<file path="config.mk">
export PLATFORM = sky130hd
export DESIGN_NAME = cpu
export DESIGN_NICKNAME = d
export VERILOG_FILES = /design/src/hdl/cpu_pkg.sv /design/src/hdl/alu.sv /design/src/hdl/control_unit.sv /design/src/hdl/cpu.sv /design/src/hdl/pc_unit.sv /design/src/hdl/reg_file.sv
export VERILOG_INCLUDE_DIRS = /design/src /design/src/include
export SDC_FILE = /design/constraint.sdc
export NUM_CORES = 1
export LEC_CHECK = 0
export BUFFER_PORTS_ARGS = -buffer_cell sky130_fd_sc_hd__buf_4
export CAP_MARGIN = 20
export CELL_PAD_IN_SITES_DETAIL_PLACEMENT = 1
export CELL_PAD_IN_SITES_GLOBAL_PLACEMENT = 1
export CORE_MARGIN = 4
export CORE_UTILIZATION = 30
export DETAILED_ROUTE_END_ITERATION = 10
export PLACE_DENSITY = 0.69
export REMOVE_ABC_BUFFERS = 1
export SYNTH_ARGS = -nofsm -noshare
export SYNTH_HDL_FRONTEND = slang
export SYNTH_SLANG_ARGS = --single-unit
</file>
<file path="constraint.sdc">
create_clock -name clk -period 4.9 [get_ports clk]
set_clock_uncertainty 0.2 [all_clocks]
set_input_delay 0.735 -clock clk [delete_from_list [all_inputs] [get_ports clk]]
set_output_delay 0.735 -clock clk [all_outputs]
set_load 0.1 [all_outputs]
</file>
<file path="src/include/cpu_defs.svh">
// opcode values and instruction field positions for the 8-bit core
// pulled into cpu_pkg; the testbench includes it to assemble programs

`ifndef CPU_DEFS_SVH
`define CPU_DEFS_SVH

// opcodes in instruction bits 31..24
// register writers
localparam logic [7:0] op_loadi = 8'h00;
localparam logic [7:0] op_mov   = 8'h01;
localparam logic [7:0] op_add   = 8'h02;
localparam logic [7:0] op_sub   = 8'h03;
localparam logic [7:0] op_and   = 8'h04;
localparam logic [7:0] op_or    = 8'h05;
// control flow with offset in bits 23..16
localparam logic [7:0] op_j     = 8'h06;
localparam logic [7:0] op_beq   = 8'h07;
localparam logic [7:0] op_bne   = 8'h08;
// shifts by immediate amount
localparam logic [7:0] op_sll   = 8'h09;
localparam logic [7:0] op_srl   = 8'h0a;

// field positions
localparam int op_hi   = 31;
localparam int op_lo   = 24;
// signed branch and jump word offset
localparam int offs_hi = 23;
localparam int offs_lo = 16;
// dest register overlaps the low bits of the offset field
localparam int dest_hi = 18;
localparam int dest_lo = 16;
localparam int src1_hi = 10;
localparam int src1_lo = 8;
// immediate overlaps src2
localparam int imm_hi  = 7;
localparam int imm_lo  = 0;
localparam int src2_hi = 2;
localparam int src2_lo = 0;

`endif

</file>
<file path="src/hdl/cpu_pkg.sv">
// shared types for the 8-bit core with widths, control and writeback structs
// import inside module bodies, use scoped names on ports

package cpu_pkg;

    `include "cpu_defs.svh"

    // default widths that the top parameter passes down
    localparam int DATA_W     = 8;
    localparam int REG_ADDR_W = 3;

    typedef logic [DATA_W-1:0]     data_t;
    typedef logic [REG_ADDR_W-1:0] reg_addr_t;
    typedef logic [31:0]           pc_t;
    typedef logic [31:0]           instr_t;

    typedef enum logic [2:0] {
        alu_fwd, alu_add, alu_and, alu_or, alu_sll, alu_srl
    } alu_op_e;

    // branch kind compared against alu zero
    typedef enum logic [1:0] {
        br_none, br_eq, br_ne
    } branch_e;

    typedef struct packed {
        logic    reg_we;
        logic    neg_b;
        logic    imm_b;
        logic    jump;
        branch_e branch;
        alu_op_e alu_op;
    } ctrl_t;

    // register write that is also exported for retirement
    typedef struct packed {
        logic      en;
        reg_addr_t addr;
        data_t     data;
    } wb_t;

endpackage

</file>
<file path="src/hdl/alu.sv">
// 8-bit ALU for forward, add, and, or and logical shifts
// zero flag drives beq/bne in the core

`timescale 1ns/1ps

module alu #(
    parameter int DATA_W = cpu_pkg::DATA_W
) (
    input  cpu_pkg::alu_op_e op,
    input  cpu_pkg::data_t   a,
    input  cpu_pkg::data_t   b,
    output cpu_pkg::data_t   result,
    output logic             zero
);

    import cpu_pkg::*;

    // shift amount width of 3 bits for a byte
    localparam int SH_W = $clog2(DATA_W);

    logic [SH_W-1:0]   shamt;
    logic [DATA_W-1:0] res;

    assign shamt = b[SH_W-1:0];

    always_comb begin
        case (op)
            // loadi and mov
            alu_fwd: res = b;
            // sub and branches arrive with b already negated
            alu_add: res = a + b;
            alu_and: res = a & b;
            alu_or:  res = a | b;
            alu_sll: res = a << shamt;
            // logical with zero fill
            alu_srl: res = a >> shamt;
            default: res = b;
        endcase
    end

    assign result = res;

    // equality test after subtraction
    assign zero = (res == '0);

endmodule

</file>
<file path="src/hdl/control_unit.sv">
// opcode decoder for the 8-bit core
// purely combinational with one control word per instruction

`timescale 1ns/1ps

module control_unit (
    input  logic [7:0]      opcode,
    output cpu_pkg::ctrl_t  ctrl
);

    import cpu_pkg::*;

    always_comb begin
        // default is a no-op that just advances pc
        ctrl.reg_we = 1'b0;
        ctrl.neg_b  = 1'b0;
        ctrl.imm_b  = 1'b0;
        ctrl.jump   = 1'b0;
        ctrl.branch = br_none;
        ctrl.alu_op = alu_fwd;

        case (opcode)
            // immediate straight to dest
            op_loadi: begin
                ctrl.reg_we = 1'b1;
                ctrl.imm_b  = 1'b1;
            end
            // src2 forwarded through the alu
            op_mov: begin
                ctrl.reg_we = 1'b1;
            end
            op_add: begin
                ctrl.reg_we = 1'b1;
                ctrl.alu_op = alu_add;
            end
            // add the negated src2
            op_sub: begin
                ctrl.reg_we = 1'b1;
                ctrl.neg_b  = 1'b1;
                ctrl.alu_op = alu_add;
            end
            op_and: begin
                ctrl.reg_we = 1'b1;
                ctrl.alu_op = alu_and;
            end
            op_or: begin
                ctrl.reg_we = 1'b1;
                ctrl.alu_op = alu_or;
            end
            // shift amount from immediate
            op_sll: begin
                ctrl.reg_we = 1'b1;
                ctrl.imm_b  = 1'b1;
                ctrl.alu_op = alu_sll;
            end
            op_srl: begin
                ctrl.reg_we = 1'b1;
                ctrl.imm_b  = 1'b1;
                ctrl.alu_op = alu_srl;
            end
            op_j: begin
                ctrl.jump = 1'b1;
            end
            // compare by subtraction without writeback
            op_beq: begin
                ctrl.neg_b  = 1'b1;
                ctrl.branch = br_eq;
                ctrl.alu_op = alu_add;
            end
            op_bne: begin
                ctrl.neg_b  = 1'b1;
                ctrl.branch = br_ne;
                ctrl.alu_op = alu_add;
            end
            default: begin
                // unknown opcode keeps the defaults
            end
        endcase
    end

endmodule

</file>
<file path="src/hdl/cpu.sv">
// single-cycle 8-bit core top level
// instruction comes from an external memory indexed by pc
// wb mirrors the register file write for retirement checks

`timescale 1ns/1ps

module cpu #(
    parameter int DATA_W = cpu_pkg::DATA_W
) (
    input  logic            clk,
    input  logic            arst_n,
    input  cpu_pkg::instr_t instruction,
    output cpu_pkg::pc_t    pc,
    output cpu_pkg::wb_t    wb
);

    import cpu_pkg::*;

    // instruction fields
    logic [7:0] opcode;
    logic [7:0] offset;
    reg_addr_t  dest;
    reg_addr_t  src1;
    reg_addr_t  src2;
    data_t      imm;

    ctrl_t ctrl;
    data_t rd_data1;
    data_t rd_data2;
    data_t result;
    logic  zero;
    logic  take_target;

    // operand b path
    logic [DATA_W-1:0] rd_data2_neg;
    logic [DATA_W-1:0] opnd_b_reg;
    logic [DATA_W-1:0] opnd_b;

    assign opcode = instruction[op_hi:op_lo];
    assign offset = instruction[offs_hi:offs_lo];
    assign dest   = instruction[dest_hi:dest_lo];
    assign src1   = instruction[src1_hi:src1_lo];
    assign src2   = instruction[src2_hi:src2_lo];
    assign imm    = instruction[imm_hi:imm_lo];

    control_unit u_control_unit (
        .opcode (opcode),
        .ctrl   (ctrl)
    );

    reg_file #(
        .DATA_W (DATA_W)
    ) u_reg_file (
        .clk      (clk),
        .arst_n   (arst_n),
        .wb       (wb),
        .rd_addr1 (src1),
        .rd_addr2 (src2),
        .rd_data1 (rd_data1),
        .rd_data2 (rd_data2)
    );

    // two's complement for sub, beq, bne
    assign rd_data2_neg = ~rd_data2 + 1'b1;
    assign opnd_b_reg   = ctrl.neg_b ? rd_data2_neg : rd_data2;
    // immediate wins for loadi and shifts
    assign opnd_b       = ctrl.imm_b ? imm : opnd_b_reg;

    alu #(
        .DATA_W (DATA_W)
    ) u_alu (
        .op     (ctrl.alu_op),
        .a      (rd_data1),
        .b      (opnd_b),
        .result (result),
        .zero   (zero)
    );

    // jump is unconditional and branches follow the zero flag
    always_comb begin
        case (ctrl.branch)
            br_eq:   take_target = ctrl.jump | zero;
            br_ne:   take_target = ctrl.jump | ~zero;
            default: take_target = ctrl.jump;
        endcase
    end

    pc_unit u_pc_unit (
        .clk         (clk),
        .arst_n      (arst_n),
        .take_target (take_target),
        .offset      (offset),
        .pc          (pc)
    );

    // register write shared with the output port
    assign wb.en   = ctrl.reg_we;
    assign wb.addr = dest;
    assign wb.data = result;

endmodule

</file>
<file path="src/hdl/pc_unit.sv">
// program counter with pc+4 and branch target adders
// loads target when take_target is set, else pc+4

`timescale 1ns/1ps

module pc_unit (
    input  logic           clk,
    input  logic           arst_n,
    input  logic           take_target,
    input  logic [7:0]     offset,
    output cpu_pkg::pc_t   pc
);

    import cpu_pkg::*;

    pc_t pc_q;
    pc_t pc_plus4;
    pc_t offset_bytes;
    pc_t target;
    pc_t pc_next;

    // sequential fetch
    assign pc_plus4 = pc_q + 32'd4;

    // sign extended word offset times 4
    assign offset_bytes = {{22{offset[7]}}, offset, 2'b00};

    // relative to the following instruction
    assign target = pc_plus4 + offset_bytes;

    assign pc_next = take_target ? target : pc_plus4;

    // clears to address 0
    always_ff @(posedge clk or negedge arst_n) begin
        if (!arst_n) begin
            pc_q <= '0;
        end else begin
            pc_q <= pc_next;
        end
    end

    assign pc = pc_q;

endmodule

</file>
<file path="src/hdl/reg_file.sv">
// eight-entry register file with two async read ports and one write port
// write lands on the rising edge, visible to reads next cycle

`timescale 1ns/1ps

module reg_file #(
    parameter int DATA_W = cpu_pkg::DATA_W
) (
    input  logic               clk,
    input  logic               arst_n,
    input  cpu_pkg::wb_t       wb,
    input  cpu_pkg::reg_addr_t rd_addr1,
    input  cpu_pkg::reg_addr_t rd_addr2,
    output cpu_pkg::data_t     rd_data1,
    output cpu_pkg::data_t     rd_data2
);

    import cpu_pkg::*;

    localparam int NUM_REGS = 2 ** REG_ADDR_W;

    logic [DATA_W-1:0] regs [NUM_REGS];

    // all registers read as zero out of reset
    always_ff @(posedge clk or negedge arst_n) begin
        if (!arst_n) begin
            for (int i = 0; i < NUM_REGS; i++) begin
                regs[i] <= '0;
            end
        end else if (wb.en) begin
            regs[wb.addr] <= wb.data;
        end
    end

    // no bypass so a same-cycle write is not seen
    assign rd_data1 = regs[rd_addr1];
    assign rd_data2 = regs[rd_addr2];

endmodule

</file>
**Word-level counts from Yosys, hierarchy flattened**

Index checks and enable logic that the tools add are counted.

- Flip-flop bits (word level): 96
- Bits of input ports: 34
- Output and inout bits: 44
- Word-level logic and storage cells: 72

- $add $sub $neg: 4
- Magnitude comparators: 4
- Eq/ne operators: 17
- Shift-type cells: 2
- Muxes and demuxes: 20
- Bitwise operators: 9
- Reductions and logical operators: 7

Operator list:

| cell | number |
|---|---|
| 64-bit bitwise mux | 1 |
| 8-bit 2-to-1 mux | 7 |
| 8-bit binary-select mux with 3-bit select | 2 |
| 8-bit case mux with 5 select lines | 1 |
| 32-bit by 3-bit adder with 32-bit output (second input constant) | 1 |
| 32-bit adder | 1 |
| 8-bit by 3-bit equality test with 1-bit output (second input constant) | 4 |
| 32-bit 2-to-1 mux | 1 |
| 8-bit demux with 3-bit select | 1 |
| 8-bit by 4-bit equality test with 1-bit output (second input constant) | 3 |
| 8-bit by 2-bit equality test with 1-bit output (second input constant) | 2 |
| 8-bit logical NOT | 2 |
| 3-bit case mux with 5 select lines | 1 |
| 4-bit >= comparator (second input constant) | 3 |
| 3-bit NOT with 4-bit output | 3 |
| 8-bit by 1-bit adder with 8-bit output (second input constant) | 1 |
| 8-bit adder | 1 |
| 8-bit bitwise AND | 1 |
| 8-bit by 1-bit equality test with 1-bit output (second input constant) | 1 |
| 8-bit NOT | 1 |
| 8-bit bitwise OR | 1 |
| 8-bit OR reduction | 1 |
| 8-bit by 3-bit << shifter with 8-bit output | 1 |
| 8-bit by 3-bit right shift with 8-bit output | 1 |
| other kinds (14) | 21 |

**Logic depth before layout (Yosys ltp)**

Gate-level depths: netlist (run 1).

- Word-level depth: 15
- Gate-level depth with buffers: 24

**Hierarchy**

A second synthesis (run 1) with hierarchy kept.

- Cell total of the unflattened synthesis: 889
- Area total of the unflattened synthesis: 8785.9 um2

By module, submodules not included:

| module | times used | cells an instance | area each (um2) |
|---|---|---|---|
| reg_file | 1 | 201 | 3539.6 |
| pc_unit | 1 | 404 | 3338.2 |
| alu | 1 | 201 | 1385.1 |
| cpu | 1 | 52 | 344.1 |
| control_unit | 1 | 31 | 178.9 |

**Worst setup path after synthesis (run 1)**

Ideal clock, no wire load.

- Path type: input -> register
- Start: input instruction[1]
- End: register u_pc_unit.pc_q[10], in the netlist u_pc_unit.pc[10]
- Library setup time: 0.125 ns
- Arrival: 6.472 ns
- Data required time: 4.575 ns
- Slack: -1.897 ns
- Cell stages on the path: 21
- Buffers on the path: 3
- Cells stage by stage: buf_6 > mux4_2 > and2_1 > nor2_1 > ha_1 > a21oi_1 > o211a_1 > a221oi_2 > nor2_4 > buf_2 > fa_1 > nor3_1 > a211oi_1 > o41ai_1 > a211oi_1 > a32oi_1 > inv_2 > a41o_1 > a22o_2 > buf_6 > mux2_4

RTL lines:

| item | line | RTL |
|---|---|---|
| start, declared | cpu.sv:12 | `input cpu_pkg::instr_t instruction,` |
| end signal, assigned | pc_unit.sv:38 | `pc_q <= pc_next;` |
| end, declared | pc_unit.sv:16 | `pc_t pc_q;` |

==> results_dict.tcl, run 1 <==
set metrics [dict create \
    synthTopCellsByArea "dfrtp_1 (27%), mux4_2 (8.4%), ha_1 (7.0%)" \
    dr.pass1.iters 5 \
    multi_input_area_mm2 0.00612 \
    antenna_left 0 \
    status "finished, violations left" \
    mostFrequentLayoutCells "buf_4 (225), dfrtp_1 (94), nand2_1 (69)" \
    die_y_um 177 \
    slew_viol_final 0 \
    synth_ff_type "dfrtp_1" \
    synthCells 878 \
    r2r_cells 23 \
    dp_hpwl_um 22600 \
    antenna_found_initial 0 \
    antennaDiodeCount 0 \
    grt_use_total 0.191 \
    synth-edff-count 0 \
    drt_wl_total_um 30200 \
    worst_pin_slew_ns 0.874 \
    hold_violations 0 \
    cts_tree "built" \
    syn_area_mm2 0.00860 \
    whs_ns 0.294 \
    layout.nets 1172 \
    place_ws_ns -1.01 \
    grt_pass1_wl_um 47100 \
    wire_per_inst_um 20.5 \
    numCtsBuffers 9 \
    cp-end-kind "output port" \
    drive_gt1_frac 0.407 \
    cts_root_buf "clkbuf_16" \
    syn_to_final_growth_pct 33.4 \
    hold_path_class "primary input to asynchronous set/reset pin" \
    grt-ovfl-total 0 \
    dpl_cell_area_mm2 0.0105 \
    drt_iter0_markers 434 \
    n_fill_cell 3204 \
    critPathArrivalTime_ns 4.52 \
    final-seq-area_mm2 0.00235 \
    io_pins 78 \
    finalSetupViolCount 38 \
    period_minus_slack_ns 5.46 \
    via_per_inst 5.31 \
    synth_area_per_cell_um2 9.80 \
    fin_setup_tns_ns -13.69 \
    min_period_over_period 1.11 \
    clk_path_buf_depth 2 \
    critPathMaxFanout 4 \
    required_ns 3.96 \
    num_rows 61 \
    vias 7799 \
    synth_seq_cells 94 \
    regToRegSetupSlack_ns -0.29 \
    place.gp.congestion 0.890 \
    ys_async_sr_fraction 1.00 \
    path_class "primary input to output port" \
    yosys.area.top_type "dfrtp_1" \
    setup_slack_ns -0.560 \
    initial_core_util 0.307 \
    grt_pass1_vias 8408 \
    ys.warnings.count 0 \
    yosysSeqAreaShare 0.273 \
    layout_commonest_cell "buf_4" \
    holdBufCountCts 0 \
    ir_worst_vdd_mv 0.363 \
    coreArea_mm2 0.0280 \
    rsz0062_at_grt "true" \
    start_kind "primary input" \
    drc 0 \
    powerDensity_mw_per_mm2 335 \
    die_w_um 177 \
    p_leak_nw 5.25 \
    clk_pin_slew_worst_paths_ns 0.06 \
    slew_headroom 0.418 \
    clk_latency_ns 0.35 \
    io_buffer_count 70 \
    clock_sinks 94 \
    fin_area_mm2 0.0115 \
    synthDistinctLibCells 87 \
    yosysTopAreaCellShare 0.273 \
    htreeDepth 3 \
    fmax_ghz 0.183 \
    violations "negative setup slack" \
    maxCapViolCount 0 \
    grt_max_degree 65 \
    dieArea_mm2 0.0314 \
]
[flip-flops by register name, summed over array words and instances (netlist names)]
register,count
u_pc_unit.pc,30
u_reg_file.regs,64
[kinds of logic (layout without fill, tap and decap cells)]
| kind of cell | count (synthesis) | in the layout | synth area share |
|---|---|---|---|
| multiplexers | 125 | 125 | 0.218 |
| AND/OR/NAND/NOR | 248 | 248 | 0.152 |
| flip-flops | 94 | 94 | 0.273 |
| other | 1 | 2 | 0.000436 |
| XOR/XNOR | 61 | 61 | 0.0621 |
| buffers and inverters | 89 | 302 | 0.0495 |
| adder cells (fa/ha/maj) | 50 | 50 | 0.0745 |
| AO/OA/AOI/OAI | 210 | 210 | 0.169 |
[report_power, final]
part / switching [mW] / internal (mW)
Combinational: 1.33 / 0.766
Clock: 0.303 / 0.471
Sequential: 0.119 / 0.860
[synthesized netlist by cell type (4+ instances only)]
| master | n |
|---|---|
| buf_2 | 10 |
| o22ai_1 | 4 |
| xnor2_1 | 41 |
| nor2_1 | 39 |
| nand4_1 | 11 |
| a21o_1 | 18 |
| inv_2 | 4 |
| o21a_1 | 6 |
| mux2_4 | 28 |
| a211oi_1 | 10 |
| a31oi_1 | 6 |
| clkbuf_1 | 20 |
| mux2i_1 | 17 |
| a221oi_1 | 7 |
| inv_1 | 37 |
| nor3_1 | 21 |
| nand2_1 | 70 |
| nor3b_1 | 6 |
| xor2_1 | 20 |
| a21oi_1 | 37 |
| o2111ai_1 | 5 |
| buf_1 | 4 |
| nor4_1 | 4 |
| nand3_1 | 29 |
| nor2b_1 | 11 |
| mux4_2 | 32 |
| ha_1 | 48 |
| buf_4 | 7 |
| dfrtp_1 | 94 |
| nand2b_1 | 12 |
| and2_1 | 7 |
| nand3b_1 | 6 |
| o211ai_1 | 6 |
| mux2_2 | 44 |
| o31ai_1 | 6 |
| and3_1 | 8 |
| buf_6 | 7 |
| o21ai_0 | 63 |
[worst max-delay path, cell delays in order]
cell and delay, ns:
buf_4 0.15, mux4_2 0.55, mux2i_4 0.20, ha_4 0.17, a21oi_2 0.05, o211a_1 0.25, a221oi_4 0.29, nor2_4 0.11
fa_2 0.39, nor2b_2 0.13, o21ai_2 0.07, buf_4 0.15, a21oi_4 0.16, o31a_1 0.20, o31ai_4 0.09, nor4b_2 0.33
a21oi_2 0.13, and2_4 0.19, buf_12 0.16
[stage by stage]
step	total power, mW	cells	utilization
CTS	3.86	1459	0.402
global route	4.09	1470	0.410
floorplan	2.49	831	-
finish	3.85	1470	0.410
detailed placement	3.04	1428	0.374
global placement	3.00	1428	0.374
[path summary, 6_finish.rpt]
path	start	endpoint
worst min register to register	u_reg_file.regs[51]	u_reg_file.regs[51]
min in group clk	u_reg_file.regs[51]	u_reg_file.regs[51]
max in group asynchronous	arst_n	u_reg_file.regs[3]
worst max register to register	u_reg_file.regs[48]	u_pc_unit.pc[16]
worst min-delay path	arst_n	u_reg_file.regs[52]
worst max-delay path	instruction[0]	wb[6]
[what timing repair did]
action | CTS | global route
setup buffers | 17 | 9
endpoints found under the hold margin | 0 | 0
endpoints found under the setup margin | 46 | 42
pin swaps | 33 | 32
gates cloned | 0 | 2
resized for setup | 74 | 24
[routing by layer]
| layer | share of wire | vias to the layer above | global-route usage |
|---|---|---|---|
| met3 | 0.034 | 38 | 0.0283 |
| met1 | 0.44 | 3909 | 0.245 |
| li1 | - | 3688 | - |
| met2 | 0.50 | 164 | 0.329 |
| met4 | 0.026 | 0 | 0.0622 |
| met5 | 0 | - | 0 |
[layout make-up]
type / count / area share
clock buffer: 11 / 0.0220
clock inverter: 4 / 0.00610
inverter: 41 / 0.0134
multi-input combinational: 696 / 0.533
sequential: 94 / 0.205
tap: 378 / 0.0412
timing repair buffer: 246 / 0.179
Note: power is estimated with default switching activity, not from simulation.
==> run 2, diff against run 1 <==
--- a/config.mk
+++ b/config.mk
@@ -6,6 +6,7 @@
 export SDC_FILE = /design/constraint.sdc
 export NUM_CORES = 1
 export LEC_CHECK = 0
+export ABC_AREA = 1
 export BUFFER_PORTS_ARGS = -buffer_cell sky130_fd_sc_hd__buf_4
 export CAP_MARGIN = 20
 export CELL_PAD_IN_SITES_DETAIL_PLACEMENT = 1
@@ -13,7 +14,7 @@
 export CORE_MARGIN = 4
 export CORE_UTILIZATION = 30
 export DETAILED_ROUTE_END_ITERATION = 10
-export PLACE_DENSITY = 0.69
+export PLACE_DENSITY = 0.73
 export REMOVE_ABC_BUFFERS = 1
 export SYNTH_ARGS = -nofsm -noshare
 export SYNTH_HDL_FRONTEND = slang
==> run 2 against run 1 <==
The flow now finishes without violations. Critical path depth increased by 6. First-iteration DRC count increased by 5.5%. Flip-flop and latch count unchanged. Synthesized cell count increased by 58%. Cell count increased by 27%. Synthesized area increased by 2.7%. Die area increased by 2.6%. Maximum frequency increased by 16%. Utilization decreased by 4.4 points. Cell area decreased by 8.0%. Worst hold slack got worse by 0.0059 ns. Non-clock buffer count decreased by 112. Critical path type unchanged.
==> results_dict.tcl, run 2 <==
set metrics [dict create \
    reg2reg_from "u_pc_unit.pc[3]" \
    path_class "primary input to output port" \
    antenna_found_initial 0 \
    min_period_over_period 0.960 \
    synthTopCellsByCount "nand2_1 (449), inv_1 (160), nand3_1 (119), o21ai_0 (117), dfrtp_1 (94)" \
    p_leak_nw 5.52 \
    cp-end-kind "output port" \
    top_register "u_reg_file.regs" \
    top_layer "met4" \
    slowest_delay_ns 0.41 \
    yosysTopAreaCellShare 0.266 \
    wl_met2_um 15100 \
    dieArea_mm2 0.0323 \
    coreArea_mm2 0.0289 \
    status "finished, final reports clean" \
    synth_seq_cells 94 \
    antenna_left 0 \
    dr.pass1.iters 5 \
    dp_hpwl_um 23900 \
    synth-edff-count 0 \
    finalSetupViolCount 0 \
    yosys.area.top_type "dfrtp_1" \
    die_w_um 180 \
    start_kind "primary input" \
    regToRegSetupSlack_ns 0.36 \
    io_pins 78 \
    ir_worst_vdd_mv 0.254 \
    period_minus_slack_ns 4.70 \
    final-seq-area_mm2 0.00235 \
    fmax_ghz 0.213 \
    drt_wl_total_um 30900 \
    fin_setup_tns_ns 0 \
    clk_latency_ns 0.36 \
    multi_input_area_mm2 0.00564 \
    required_ns 3.96 \
    powerDensity_mw_per_mm2 328 \
    grt-ovfl-total 0 \
    clk_path_buf_depth 2 \
    place.gp.congestion 0.913 \
    reg2reg_to "u_pc_unit.pc[30]" \
    n_fill_cell 3810 \
    vias 9346 \
    hold_violations 0 \
    grt_max_degree 71 \
    mostFrequentLayoutCells "nand2_1 (444), inv_1 (157), buf_4 (124)" \
    holdBufCountCts 0 \
    syn_to_final_growth_pct 19.5 \
    ys_async_sr_fraction 1.00 \
    grt_use_total 0.190 \
    syn_area_mm2 0.00883 \
    ys.warnings.count 0 \
    wire_per_inst_um 16.5 \
    largest_reg_flops 64 \
    layout_commonest_cell "nand2_1" \
    yosysSeqAreaShare 0.266 \
    num_rows 62 \
    grt_pass1_vias 10000 \
    initial_core_util 0.306 \
    grt_pass1_wl_um 51200 \
    cts_tree "built" \
    rsz0062_at_grt "true" \
    slew_viol_final 0 \
    yosysMostFrequentCell "nand2_1" \
    cp-startpoint "instruction[0]" \
    instances_no_fill 1872 \
    drt_iter0_markers 458 \
    whs_ns 0.288 \
    drc 0 \
    placed_cells 1854 \
    clock_sinks 94 \
    via_per_inst 4.99 \
    antennaDiodeCount 0 \
    critPathArrivalTime_ns 3.77 \
    htreeDepth 3 \
    cpMostUsedCell "nand2_1" \
    die_y_um 180 \
    synth_area_per_cell_um2 6.37 \
    clk_pin_slew_worst_paths_ns 0.08 \
    wl_met1_um 14200 \
    critPathCapture "wb[6]" \
    drive_gt1_frac 0.153 \
    slew_headroom 0.348 \
    layout.nets 1567 \
    cpMaxStageDelayCell "fa_1" \
    cts_root_buf "clkbuf_16" \
    synthDistinctLibCells 48 \
    numCtsBuffers 9 \
    r2r_cells 25 \
    io_buffer_count 70 \
    synthTopCellsByArea "dfrtp_1 (27%), nand2_1 (19%), ha_1 (6.8%)" \
    wl_met3_um 646 \
    synthCells 1386 \
    maxCapViolCount 0 \
    worst_pin_slew_ns 0.979 \
    critPathMaxFanout 7 \
    hold_path_class "flop to flop" \
    total_power_mw 3.46 \
    synth_ff_type "dfrtp_1" \
]
==> run 2: cell count changes after synthesis, moves of 43 or more <==
| cell | previous run | this run |
|---|---|---|
| mux2_2 | 44 | 1 |
| nor2_1 | 39 | 92 |
| inv_1 | 37 | 160 |
| nand2_1 | 70 | 449 |
| o21ai_0 | 63 | 117 |
| nand3_1 | 29 | 119 |
==> run 2: stage by stage <==
stage          setup WS (ns)  utilization  cell area [µm²]
2_1_floorplan         -0.354            -             8520
3_3_place_gp        -0.00122        0.348            10100
3_5_place_dp         -0.0844        0.348            10100
4_1_cts               0.0143        0.360            10400
5_1_grt              -0.0302        0.366            10600
6_report               0.197        0.366            10600
==> run 2: worst min-delay path by stage <==
stage	start	endpoint	slack, ns	depth (start not counted)
global placement	u_reg_file.regs[10]	u_reg_file.regs[10]	0.27	2
detailed placement	u_reg_file.regs[26]	u_reg_file.regs[26]	0.27	2
finish	u_reg_file.regs[20]	u_reg_file.regs[20]	0.29	2
CTS	u_reg_file.regs[26]	u_reg_file.regs[26]	0.29	2
floorplan	arst_n	u_pc_unit.pc[10]	0.24	0
global route	u_reg_file.regs[26]	u_reg_file.regs[26]	0.32	2
==> run 2: repair_timing <==
action                     4_1_cts  5_1_grt
hold endpoints to repair         0        0
pin swaps                        0        7
setup buffers                    0        1
gates cloned                     0        1
gates resized for setup          6       35
setup endpoints to repair        2       35
==> run 2: per-layer routing <==
layer  GRT usage  vias up
li1            -     4646
met4      0.0588        0
met2       0.334      149
met1       0.242     4496
met5           0        -
met3      0.0236       55
==> run 2: logic make-up (layout without fill, tap and decap cells) <==
group / count (synthesis) / after routing / share of synthesized area
and+or+nand+nor: 732 / 732 / 0.353
muxes: 1 / 1 / 0.00127
buffers and inverters: 220 / 321 / 0.109
other: 1 / 2 / 0.000425
xor gates and xnor gates: 53 / 53 / 0.0526
DFF: 94 / 94 / 0.266
adders and majority gates: 50 / 50 / 0.0725
AOI/OAI and AO/OA: 235 / 235 / 0.145
==> run 2: report_power, final <==
part | switching [mW] | total [mW] | internal [mW]
logic | 1.19 | 1.72 | 0.534
clock network | 0.361 | 0.771 | 0.410
registers | 0.0974 | 0.968 | 0.871
total | 1.65 | 3.46 | 1.81
==> run 2: area by class of cell <==
cell class,count,area share
clock buffers,9,0.0213
clock inverters,7,0.00818
inverters,171,0.0615
multi-input cells,1073,0.535
flip-flops and latches,94,0.223
well taps,384,0.0455
repair buffers,134,0.106
==> run 2: critical path, delay by kind of cell <==
family                   cells  cell delay, ns
buffers and inverters        5            0.64
adder cells (fa/ha/maj)      2            0.74
AO/OA/AOI/OAI                4            0.47
AND/OR/NAND/NOR             14            1.17
==> run 3, diff against run 2 <==
--- a/config.mk
+++ b/config.mk
@@ -14,8 +14,9 @@
 export CORE_MARGIN = 4
 export CORE_UTILIZATION = 30
 export DETAILED_ROUTE_END_ITERATION = 10
-export PLACE_DENSITY = 0.73
+export PLACE_DENSITY = 0.71
 export REMOVE_ABC_BUFFERS = 1
+export SLEW_MARGIN = 10
 export SYNTH_ARGS = -nofsm -noshare
 export SYNTH_HDL_FRONTEND = slang
 export SYNTH_SLANG_ARGS = --single-unit
==> constraint.sdc (replaced) <==
create_clock -name clk -period 6 [get_ports clk]
set_clock_uncertainty 0.2 [all_clocks]
set_input_delay 0.9 -clock clk [delete_from_list [all_inputs] [get_ports clk]]
set_output_delay 0.9 -clock clk [all_outputs]
set_load 0.1 [all_outputs]
==> run 3 against run 2 <==
Combinational power decreased by 23%. Via count decreased by 2.3%. Sequential share of layout area increased by 1.3 points. Largest power group unchanged. Highest routed layer unchanged.
==> results_dict.tcl, run 3 (synthesis gave the netlist of run 2 again) <==
set metrics [dict create \
    pwr-share-comb 0.479 \
    place.gp.congestion 0.888 \
    dpl_cell_area_mm2 0.00962 \
    holdBufCountCts 0 \
    largest_reg_flops 64 \
    grt-ovfl-total 0 \
    multi_input_area_mm2 0.00552 \
    p_sw_mw 1.28 \
    dp_hpwl_um 23000 \
    layout.nets 1517 \
    placed_cells 1805 \
    numCtsBuffers 9 \
    switching_share 0.466 \
    syn_to_final_growth_pct 12.9 \
    start_kind "primary input" \
    p_leak_nw 5.23 \
    reg2reg_from "u_pc_unit.pc[4]" \
    slew_viol_final 0 \
    cts_tree "built" \
    die_y_um 180 \
    dr.pass1.iters 5 \
    antenna_left 0 \
    hold_path_class "flop to flop" \
    clk_pin_slew_worst_paths_ns 0.07 \
    worst_pin_slew_ns 0.811 \
    num_rows 62 \
    maxCapViolCount 0 \
    path_class "primary input to output port" \
    slew_headroom 0.458 \
    grt_pass1_wl_um 50300 \
    wl_met3_um 854 \
    clk_latency_ns 0.35 \
    mostFrequentLayoutCells "nand2_1 (449), inv_1 (160), nand3_1 (119)" \
    wl_met1_um 13700 \
    io_buffer_count 70 \
    critPathMaxFanout 24 \
    status "finished, final reports clean" \
    min_period_over_period 0.912 \
    clk_path_buf_depth 2 \
    r2r_cells 23 \
    cts_root_buf "clkbuf_16" \
    critPathArrivalTime_ns 4.37 \
    htreeDepth 3 \
    internal_power_mw 1.47 \
    antenna_found_initial 0 \
    drc 0 \
    n_fill_cell 3784 \
    io_pins 78 \
    top_layer "met4" \
    post_cts_buffers 0 \
    powerDensity_mw_per_mm2 276 \
    hp-start "u_reg_file.regs[35]" \
    initial_core_util 0.306 \
    final-seq-area_mm2 0.00235 \
    via_per_inst 5.01 \
    drt_wl_total_um 29900 \
    p_seq_frac 0.287 \
    holdPathEnd "u_reg_file.regs[35]" \
    wl_met2_um 14700 \
    regToRegSetupSlack_ns 1.17 \
    pwr-share-clk 0.234 \
    fmax_ghz 0.183 \
    post_cts_resized 0 \
    grt_use_total 0.186 \
    fin_area_mm2 0.00997 \
    ir_worst_vdd_mv 0.134 \
    fin_util 0.346 \
    finalSetupViolCount 0 \
    reg2reg_to "u_pc_unit.pc[30]" \
    instances_no_fill 1822 \
    holdPathStages 2 \
    drt_iter0_markers 459 \
    total_power_mw 2.76 \
    coreArea_mm2 0.0289 \
    top_register "u_reg_file.regs" \
    grt_pass1_vias 9790 \
    hold_violations 0 \
    grt_max_degree 58 \
    dieArea_mm2 0.0323 \
    die_w_um 180 \
    period_minus_slack_ns 5.47 \
    clock_sinks 94 \
    cp-end-kind "output port" \
    fin_setup_tns_ns 0 \
    antennaDiodeCount 0 \
    layout_commonest_cell "nand2_1" \
    wire_per_inst_um 16.4 \
    drive_gt1_frac 0.104 \
    vias 9132 \
    required_ns 4.90 \
    rsz0062_at_grt "false" \
]
-- run 3: metal layers --
metal  GRT usage  vias up
li1            -     4554
met1       0.240     4401
met2       0.330      135
met3      0.0228       42
met4      0.0466        0
met5           0        -
-- run 3: how the worst max path moves through the flow --
stage                              start          endpoint  slack [ns]
after detailed placement  instruction[0]             wb[7]        0.53
after global placement    instruction[1]             wb[6]        0.60
after global routing      instruction[0]             wb[7]        0.12
after floorplan           instruction[1]  u_pc_unit.pc[10]        0.58
after CTS                 instruction[0]             wb[7]        0.50
final                     instruction[0]             wb[7]        0.53
-- run 3: worst max-delay path, cell delays in order --
cell and delay (ns):
buf_4 0.18, inv_4 0.24, nand2_1 0.09, nand3_1 0.10, nand3_1 0.08, nand2_1 0.20
ha_1 0.23, nand3_1 0.08, nand2_1 0.11, nand2_1 0.08, xor2_1 0.14, nand2_1 0.07
nand2_1 0.12, inv_1 0.06, ha_1 0.29, inv_1 0.12, nor3_1 0.06, nand2_1 0.05
o311ai_0 0.15, or2_2 0.30, nand3_1 0.07, inv_1 0.05, nor2_1 0.17, nand3_2 0.14
buf_4 0.26
-- run 3: power by group through the flow --
stage	Clock [mW]	Sequential (mW)	Combinational (mW)
floorplan	0	1.06	0.703
global placement	0	0.799	1.29
detailed placement	0	0.802	1.32
CTS	0.665	0.791	1.33
global route	0.690	0.805	1.46
finish	0.646	0.790	1.32
-- run 3: cell type report --
class | count | share of cell area
Clock inverter | 5 | 0.00815
Multi-Input combinational cell | 1073 | 0.553
Inverter | 171 | 0.0649
Tap cell | 384 | 0.0482
Timing Repair Buffer | 84 | 0.0652
Clock buffer | 11 | 0.0243
Sequential cell | 94 | 0.236
-- run 3: per-stage QoR --
stage	hold WS [ns]	setup slack (ns)
2_1_floorplan	0.253	0.581
3_3_place_gp	0.268	0.604
3_5_place_dp	0.275	0.528
4_1_cts	0.292	0.500
5_1_grt	0.320	0.122
6_report	0.289	0.529
